### src/hdl/mask_ram_cfg_pkg.sv
package mask_ram_cfg_pkg;

  // Default data width in bits for one memory word
  localparam int DEF_WIDTH_P = 32;

  // Default number of words held by the memory
  localparam int DEF_ELS_P = 64;

  // Address width that goes with the default depth
  localparam int DEF_ADDR_WIDTH = $clog2(DEF_ELS_P);

  // A data word in the default configuration
  typedef logic [DEF_WIDTH_P-1:0] word_t;

  // A per-bit write mask in the default configuration
  // A set bit means the matching data bit is written
  typedef logic [DEF_WIDTH_P-1:0] mask_t;

  // A word address in the default configuration
  typedef logic [DEF_ADDR_WIDTH-1:0] addr_t;

endpackage

### src/hdl/mask_ram_op_pkg.sv
package mask_ram_op_pkg;

  // Request operation as it arrives on the command port
  typedef logic [1:0] op_t;

  // Plain read of one word
  localparam op_t OP_READ = 2'd0;

  // Write of the data word under the bit mask of the request
  localparam op_t OP_WRITE = 2'd1;

  // Set every bit that is one in the data word
  localparam op_t OP_SET_BITS = 2'd2;

  // Clear every bit that is one in the data word
  localparam op_t OP_CLEAR_BITS = 2'd3;

  // Whether a merged write is waiting for its commit to the array
  // PEND_IDLE means the array already holds the current value of every word
  // PEND_HELD means the word at the last address still has to be written back
  typedef enum logic {
    PEND_IDLE = 1'b0,
    PEND_HELD = 1'b1
  } pend_state_t;

endpackage

### src/hdl/mask_ram_req_decode.sv
`timescale 1ns/1ps

module mask_ram_req_decode import mask_ram_op_pkg::*; #(
  parameter int width_p = 32,
  parameter int els_p = 64,
  localparam int addr_width_lp = (els_p > 1) ? $clog2(els_p) : 1
) (
  input  logic                     clk_i,
  input  logic                     reset_i,

  input  logic                     cmd_v_i,
  input  op_t                      cmd_op_i,
  input  logic [addr_width_lp-1:0] cmd_addr_i,
  input  logic [width_p-1:0]       cmd_data_i,
  input  logic [width_p-1:0]       cmd_mask_i,

  output logic                     req_v_o,
  output logic                     req_w_o,
  output logic [addr_width_lp-1:0] req_addr_o,
  output logic [width_p-1:0]       req_data_o,
  output logic [width_p-1:0]       req_mask_o
);

  typedef logic [width_p-1:0] word_t;

  logic  req_w_n;
  word_t req_data_n;
  word_t req_mask_n;

  // Every operation becomes either a read or a masked write
  // Set and clear use the command data as the mask of bits to touch
  always_comb begin
    req_w_n    = 1'b1;
    req_data_n = cmd_data_i;
    req_mask_n = cmd_mask_i;
    case (cmd_op_i)
      OP_READ: begin
        req_w_n    = 1'b0;
        req_data_n = '0;
        req_mask_n = '0;
      end
      OP_SET_BITS: begin
        req_data_n = '1;
        req_mask_n = cmd_data_i;
      end
      OP_CLEAR_BITS: begin
        req_data_n = '0;
        req_mask_n = cmd_data_i;
      end
      default: begin
        // OP_WRITE keeps data and mask as given
      end
    endcase
  end

  // The strobe is the only control bit here
  always_ff @(posedge clk_i) begin
    if (reset_i) begin
      req_v_o <= 1'b0;
    end else begin
      req_v_o <= cmd_v_i;
    end
  end

  // Payload is loaded only with a request and is read only under req_v_o
  always_ff @(posedge clk_i) begin
    if (cmd_v_i) begin
      req_w_o    <= req_w_n;
      req_addr_o <= cmd_addr_i;
      req_data_o <= req_data_n;
      req_mask_o <= req_mask_n;
    end
  end

  // An address past the last word would alias onto another word in the array
  a_addr_in_range : assert property (@(posedge clk_i) disable iff (reset_i)
    cmd_v_i |-> (int'(cmd_addr_i) < els_p));

endmodule

### src/hdl/mask_ram_rmw_ctrl.sv
`timescale 1ns/1ps

module mask_ram_rmw_ctrl import mask_ram_op_pkg::*; #(
  parameter int width_p = 32,
  parameter int els_p = 64,
  localparam int addr_width_lp = (els_p > 1) ? $clog2(els_p) : 1
) (
  input  logic                     clk_i,
  input  logic                     reset_i,

  input  logic                     req_v_i,
  input  logic                     req_w_i,
  input  logic [addr_width_lp-1:0] req_addr_i,
  input  logic [width_p-1:0]       req_data_i,
  input  logic [width_p-1:0]       req_mask_i,

  input  logic [width_p-1:0]       ram_r_data_i,
  output logic                     ram_r_en_o,
  output logic [addr_width_lp-1:0] ram_r_addr_o,
  output logic                     ram_w_en_o,
  output logic [addr_width_lp-1:0] ram_w_addr_o,
  output logic [width_p-1:0]       ram_w_data_o,

  output logic                     rd_v_o,
  output logic                     rd_is_w_o,
  output logic [width_p-1:0]       rd_data_o
);

  typedef logic [width_p-1:0] word_t;
  typedef logic [addr_width_lp-1:0] addr_t;

  // State of the last accepted request
  addr_t       addr_r;
  word_t       w_data_r;
  word_t       w_mask_r;
  logic        w_r;
  logic        last_v_r;
  pend_state_t pend_r;

  // Read register and its source select
  // When src_ram_r is set the array output holds the current word
  word_t       r_data_r;
  logic        src_ram_r;
  logic        rd_v_r;

  word_t       cur_word;
  word_t       merged_word;
  logic        same_addr;
  logic        masked;
  logic        r_en;
  logic        w_en;

  // The array keeps its read output until the next read, so no copy is needed
  assign cur_word = src_ram_r ? ram_r_data_i : r_data_r;

  // Old word with the pending write data laid over its masked bits
  assign merged_word = (cur_word & ~w_mask_r) | (w_data_r & w_mask_r);

  // No address is remembered right after reset
  assign same_addr = last_v_r && (addr_r == req_addr_i);

  // A write with a full mask does not need the old word
  assign masked = req_w_i && (req_mask_i != '1);

  // Reads and partial writes to a new address fetch the old word
  assign r_en = req_v_i && (masked || !req_w_i) && !same_addr;

  // The pending word is written back once a different address shows up
  assign w_en = req_v_i && !same_addr && (pend_r == PEND_HELD);

  assign ram_r_en_o   = r_en;
  assign ram_r_addr_o = req_addr_i;
  assign ram_w_en_o   = w_en;
  assign ram_w_addr_o = addr_r;
  assign ram_w_data_o = merged_word;

  assign rd_v_o    = rd_v_r;
  assign rd_is_w_o = w_r;
  assign rd_data_o = cur_word;

  always_ff @(posedge clk_i) begin
    if (reset_i) begin
      last_v_r  <= 1'b0;
      w_r       <= 1'b0;
      pend_r    <= PEND_IDLE;
      rd_v_r    <= 1'b0;
      r_data_r  <= '0;
      src_ram_r <= 1'b0;
    end else begin
      rd_v_r <= req_v_i && !req_w_i;
      if (req_v_i) begin
        last_v_r <= 1'b1;
        w_r      <= req_w_i;
        // A same-address request keeps a held write alive
        if (req_w_i || (same_addr && pend_r == PEND_HELD)) begin
          pend_r <= PEND_HELD;
        end else begin
          pend_r <= PEND_IDLE;
        end
      end
      // Same-address bypass folds the earlier write into the read register
      if (r_en) begin
        src_ram_r <= 1'b1;
      end else if (req_v_i && w_r && same_addr) begin
        r_data_r  <= merged_word;
        src_ram_r <= 1'b0;
      end
    end
  end

  // A read clears the mask since any earlier write is already folded in
  always_ff @(posedge clk_i) begin
    if (req_v_i) begin
      addr_r   <= req_addr_i;
      w_data_r <= req_w_i ? req_data_i : '0;
      w_mask_r <= req_w_i ? req_mask_i : '0;
    end
  end

  // The fetch always targets a new address while the commit targets the old one
  a_no_rw_collision : assert property (@(posedge clk_i) disable iff (reset_i)
    (ram_r_en_o && ram_w_en_o) |-> (ram_r_addr_o != ram_w_addr_o));

  // A write that was accepted last stays held until another address commits it
  a_write_held : assert property (@(posedge clk_i) disable iff (reset_i)
    w_r |-> (pend_r == PEND_HELD));

endmodule

### src/hdl/mask_ram_array.sv
`timescale 1ns/1ps

module mask_ram_array #(
  parameter int width_p = 32,
  parameter int els_p = 64,
  localparam int addr_width_lp = (els_p > 1) ? $clog2(els_p) : 1
) (
  input  logic                     clk_i,

  input  logic                     r_en_i,
  input  logic [addr_width_lp-1:0] r_addr_i,
  output logic [width_p-1:0]       r_data_o,

  input  logic                     w_en_i,
  input  logic [addr_width_lp-1:0] w_addr_i,
  input  logic [width_p-1:0]       w_data_i
);

  typedef logic [width_p-1:0] word_t;

  // Storage starts out as all zeros and is never touched by reset
  word_t mem [els_p] = '{default: '0};

  word_t r_data_r;

  // One write port and one registered read port map onto block RAM
  // The read output holds its value on cycles without a read
  always_ff @(posedge clk_i) begin
    if (w_en_i) begin
      mem[w_addr_i] <= w_data_i;
    end
    if (r_en_i) begin
      r_data_r <= mem[r_addr_i];
    end
  end

  assign r_data_o = r_data_r;

endmodule

### src/hdl/mask_ram_read_hold.sv
`timescale 1ns/1ps

module mask_ram_read_hold #(
  parameter int width_p = 32,
  parameter bit latch_last_read_p = 1'b0
) (
  input  logic               clk_i,
  input  logic               reset_i,

  input  logic               rd_v_i,
  input  logic               rd_is_w_i,
  input  logic [width_p-1:0] rd_data_i,

  output logic               rdata_v_o,
  output logic [width_p-1:0] rdata_o
);

  // The controller already registers the strobe one cycle after the read
  assign rdata_v_o = rd_v_i;

  if (latch_last_read_p) begin : g_latch
    logic [width_p-1:0] held_r;

    // Capture follows the read register while the last request was a read
    always_ff @(posedge clk_i) begin
      if (reset_i) begin
        held_r <= '0;
      end else if (!rd_is_w_i) begin
        held_r <= rd_data_i;
      end
    end

    // Writes may change the read register through the bypass
    // so the output shows the held word while a write is the last request
    assign rdata_o = rd_is_w_i ? held_r : rd_data_i;
  end else begin : g_pass
    // Without holding the read register goes straight out
    assign rdata_o = rd_data_i;
  end

endmodule

### src/hdl/mask_ram_top.sv
`timescale 1ns/1ps

module mask_ram_top import mask_ram_cfg_pkg::*, mask_ram_op_pkg::*; #(
  parameter int width_p = DEF_WIDTH_P,
  parameter int els_p = DEF_ELS_P,
  parameter bit latch_last_read_p = 1'b0,
  localparam int addr_width_lp = (els_p > 1) ? $clog2(els_p) : 1
) (
  input  logic                     clk_i,
  input  logic                     reset_i,

  input  logic                     cmd_v_i,
  input  op_t                      cmd_op_i,
  input  logic [addr_width_lp-1:0] cmd_addr_i,
  input  logic [width_p-1:0]       cmd_data_i,
  input  logic [width_p-1:0]       cmd_mask_i,

  output logic                     rdata_v_o,
  output logic [width_p-1:0]       rdata_o
);

  // Registered request in masked-write form
  logic                     req_v;
  logic                     req_w;
  logic [addr_width_lp-1:0] req_addr;
  logic [width_p-1:0]       req_data;
  logic [width_p-1:0]       req_mask;

  // Array ports
  logic                     ram_r_en;
  logic [addr_width_lp-1:0] ram_r_addr;
  logic [width_p-1:0]       ram_r_data;
  logic                     ram_w_en;
  logic [addr_width_lp-1:0] ram_w_addr;
  logic [width_p-1:0]       ram_w_data;

  // Read result towards the output stage
  logic                     rd_v;
  logic                     rd_is_w;
  logic [width_p-1:0]       rd_data;

  mask_ram_req_decode #(
    .width_p(width_p),
    .els_p  (els_p)
  ) u_decode (
    .clk_i     (clk_i),
    .reset_i   (reset_i),
    .cmd_v_i   (cmd_v_i),
    .cmd_op_i  (cmd_op_i),
    .cmd_addr_i(cmd_addr_i),
    .cmd_data_i(cmd_data_i),
    .cmd_mask_i(cmd_mask_i),
    .req_v_o   (req_v),
    .req_w_o   (req_w),
    .req_addr_o(req_addr),
    .req_data_o(req_data),
    .req_mask_o(req_mask)
  );

  mask_ram_rmw_ctrl #(
    .width_p(width_p),
    .els_p  (els_p)
  ) u_ctrl (
    .clk_i       (clk_i),
    .reset_i     (reset_i),
    .req_v_i     (req_v),
    .req_w_i     (req_w),
    .req_addr_i  (req_addr),
    .req_data_i  (req_data),
    .req_mask_i  (req_mask),
    .ram_r_data_i(ram_r_data),
    .ram_r_en_o  (ram_r_en),
    .ram_r_addr_o(ram_r_addr),
    .ram_w_en_o  (ram_w_en),
    .ram_w_addr_o(ram_w_addr),
    .ram_w_data_o(ram_w_data),
    .rd_v_o      (rd_v),
    .rd_is_w_o   (rd_is_w),
    .rd_data_o   (rd_data)
  );

  mask_ram_array #(
    .width_p(width_p),
    .els_p  (els_p)
  ) u_array (
    .clk_i   (clk_i),
    .r_en_i  (ram_r_en),
    .r_addr_i(ram_r_addr),
    .r_data_o(ram_r_data),
    .w_en_i  (ram_w_en),
    .w_addr_i(ram_w_addr),
    .w_data_i(ram_w_data)
  );

  mask_ram_read_hold #(
    .width_p          (width_p),
    .latch_last_read_p(latch_last_read_p)
  ) u_hold (
    .clk_i    (clk_i),
    .reset_i  (reset_i),
    .rd_v_i   (rd_v),
    .rd_is_w_i(rd_is_w),
    .rd_data_i(rd_data),
    .rdata_v_o(rdata_v_o),
    .rdata_o  (rdata_o)
  );

endmodule

### config.mk
export PLATFORM = sky130hd
export DESIGN_NAME = mask_ram_top
export DESIGN_NICKNAME = d
export VERILOG_FILES = /design/src/hdl/mask_ram_cfg_pkg.sv /design/src/hdl/mask_ram_op_pkg.sv /design/src/hdl/mask_ram_req_decode.sv /design/src/hdl/mask_ram_rmw_ctrl.sv /design/src/hdl/mask_ram_array.sv /design/src/hdl/mask_ram_read_hold.sv /design/src/hdl/mask_ram_top.sv
export SDC_FILE = /design/constraint.sdc
export NUM_CORES = 2
export LEC_CHECK = 0
export BUFFER_PORTS_ARGS = -buffer_cell sky130_fd_sc_hd__buf_4
export CORE_MARGIN = 2
export CORE_UTILIZATION = 42
export DETAILED_ROUTE_END_ITERATION = 16
export PLACE_DENSITY_LB_ADDON = 0.12
export SLEW_MARGIN = 20
export SYNTH_ARGS = -nofsm -noshare
export SYNTH_HDL_FRONTEND = slang
export SYNTH_SLANG_ARGS = --single-unit
### constraint.sdc
create_clock -name clk_i -period 5.83 [get_ports clk_i]
set_clock_uncertainty 0.1 [all_clocks]
set_input_delay 1.166 -clock clk_i [delete_from_list [all_inputs] [get_ports clk_i]]
set_output_delay 1.166 -clock clk_i [all_outputs]
set_load 0.01 [all_outputs]
==> reports/qor.yml <==
r2r-end: "u_array.r_data_o[31]"
fin_ws_ns: 1.234
clk_path_buf_depth: 3
synth_area_leader_cell: "edfxtp_1"
wl_um: 244200
grt_pass1_wl_um: 339300
placed_cells: 6697
grt_max_degree: 100
layout_commonest_cell: "edfxtp_1"
total_leakage_power_uw: 0.03097
track_usage: 0.2317
synth_edf_count: 2221
maxSlewHeadroom: 0.2094
async_reset_ff_frac: 0
yosys.area_share.simple: 0.02849
num_vias: 42350
io_buffers: 107
coreArea_mm2: 0.2050
min_path_type: "reg2reg"
synthesis.area_mm2: 0.08677
die_h_um: 458.5
drive_above_1_share: 0.2711
min_to: "u_ctrl.rd_is_w_o"
fin_nets: 4325
ant_nets: 0
clockRootBuffer: "clkbuf_16"
crit_slowest_cell: "a211oi_1"
worst-path-buf-inv: 2
io_pins: 108
row_count: 166
synthCells: 3992
worst-path-max-fanout: 67
synth_xor_area_frac: 0.0006056
post-route-period-util: 0.7883
chipWidth_um: 458.5
num-fill-cells: 16660
viasPerCell: 5.931
initial_core_util: 0.4233
worst_ep_arrival_time_ns: 5.12
reg2reg_depth: 7
die_area_mm2: 0.2102
post-route-util: 0.4806
clock-sinks: 2259
synth_top_family_by_area: "multiplexers"
ys.warnings.count: 0
layout_common_cells: "edfxtp_1, mux4_2, buf_4, clkbuf_16, mux2i_1"
whs_path_depth: 2
rsz0062_at_grt: "false"
syn-num-nets: 4067
syn_area_per_cell_um2: 21.74
max_freq_mhz: 217.6
yosys.area_share.adder: 0
slowest_delay_ns: 0.86
period_needed_ns: 4.596
fin_tns_setup_ns: 0
worstMarginPinSlew_ns: 1.179
drv_cap: 0
cts_max_level: 4
syn2layout_area_growth_pct: 13.54
place_ws_ns: 1.218
end_kind: "flop"
final_max_slew_viol_count: 0
synth-seq-area-share: 0.7774
run_status: "completed"
grt-ovfl-total: 0
ctsResizeCount: 0
p_per_area_mw_per_mm2: 356.1
synthMuxAreaShare: 0.1486
ys.flop_type: "edfxtp_1"
cts_tree: "built"
synth_cell_types: 48
ys_ff_latch: 2259
yosys.area.top_type_share: 0.7686
cp.required_ns: 6.35
clk_pin_slew_ns: 0.06
routabilityCongestion: 0.7934
finalSetupViolCount: 0
routedWlPerCell_um: 34.20
critical_path_class: "reg2reg"
stdcell_count: 7141
drt_iter0_markers: 5089
cts-buffers-inserted: 233
clock_latency_ns: 0.88
hold_buffers: 0
synth_compound_area_frac: 0.02698
r2r-start: "u_decode.req_addr_o[0]"
min-delay-start: "u_ctrl.rd_is_w_o"
ir_drop_v: 0.0003283
grt_antenna_before_repair: 25
hold_viol: 0
grt_pass1_vias: 42520
crit_path_start_kind: "flop"
dp_hpwl_um: 145100
r2r_setup_slack_ns: 1.23
synthTopCellsByArea: "edfxtp_1, mux4_2, mux2i_1"
path_cells: "buf_12, buf_4, mux4_2, nor2b_1, a211oi_1, o22ai_1, and3_1"
postCtsSetupBuffers: 0
dr.pass1.iters: 6
drc: 0
critPathTopFamily: "compound AO/OA/AOI/OAI gates"
==> worst max path at each step <==
stage | start | to | slack, ns | depth (start not counted)
2_1_floorplan | u_decode.req_v_o | u_array.mem[28][0] | 1.02 | 4
3_3_place_gp | u_decode.req_addr_o[0] | u_array.r_data_o[31] | 1.22 | 7
3_5_place_dp | u_decode.req_addr_o[0] | u_array.r_data_o[31] | 1.22 | 7
4_1_cts | u_decode.req_addr_o[0] | u_array.r_data_o[31] | 1.24 | 7
5_1_grt | u_decode.req_addr_o[0] | u_array.r_data_o[31] | 1.11 | 7
6_report | u_decode.req_addr_o[0] | u_array.r_data_o[31] | 1.23 | 7
==> area by class of cell <==
type / instances / area, um^2 / share of cell area
Sequential cell: 2259 / 67460 / 0.6847
Multi-Input combinational cell: 1493 / 18320 / 0.1859
Clock buffer: 297 / 6175 / 0.06267
Tap cell: 2688 / 3363 / 0.03414
Timing Repair Buffer: 262 / 2161 / 0.02193
Clock inverter: 136 / 1028 / 0.01044
Antenna cell: 5 / 12.51 / 0.0001270
Inverter: 1 / 3.754 / 0.00003810
==> state kept, by name, summed over array words and instances (netlist names) <==
register,cells
u_array.mem,2048
u_array.r_data_o,32
u_ctrl.last_v_r,1
u_ctrl.pend_r,1
u_ctrl.r_data_r,32
u_ctrl.ram_w_addr_o,6
u_ctrl.rd_is_w_o,1
u_ctrl.rd_v_o,1
u_ctrl.src_ram_r,1
u_ctrl.w_data_r,32
u_ctrl.w_mask_r,32
u_decode.req_addr_o,6
u_decode.req_data_o,32
u_decode.req_mask_o,32
u_decode.req_v_o,1
u_decode.req_w_o,1
==> cell usage after synthesis (all sizes together), types with 3 or more instances <==
library cell / n
a211o: 4
a211oi: 32
a21o: 32
a21oi: 17
a22o: 36
a22oi: 53
and2: 65
and3: 20
buf: 153
clkbuf: 86
dfxtp: 38
edfxtp: 2221
mux2: 76
mux2i: 136
mux4: 474
nand2: 65
nand2b: 10
nand3: 64
nand3b: 5
nand4: 49
nor2: 126
nor2b: 36
nor3: 12
nor4: 7
o21ai: 11
o221ai: 42
o22ai: 88
or2: 8
or3: 3
or3b: 7
xnor2: 6
==> cell families after synthesis <==
logic type      Yosys count
compound gates          321
mux                     686
buf+inv                 240
simple gates            480
xor+xnor                  6
flops                  2259
==> stage by stage <==
step | hold slack (ns) | total power, uW | cell area [um^2]
after floorplan | 0.3206 | 20110 | 86770
after detailed placement | 0.3747 | 21280 | 91180
after global routing | 0.4049 | 36120 | 98510
final | 0.3896 | 35090 | 98520
after global placement | 0.3634 | 21270 | 91170
after CTS | 0.3806 | 35360 | 98380
==> layer usage <==
| metal | vias up | share of wire | global-route usage |
|---|---|---|---|
| met3 | 314 | 0.087 | 0.06051 |
| met4 | 8 | 0.032 | 0.07779 |
| met2 | 1769 | 0.46 | 0.3496 |
| li1 | 17320 | - | - |
| met1 | 22940 | 0.42 | 0.3285 |
| met5 | - | 0.00022 | 0 |
==> report_power, final <==
group          internal (uW)  switching [uW]
logic                    808            1770
clock network           7940            6230
registers              18300            77.7
==> tightest hold or removal path: stages, from the launching register on <==
cell	delay, ns
dfxtp_1	0.31
nand2b_1	0.07
a21oi_1	0.06
Note: power is estimated with default switching activity, not from simulation.
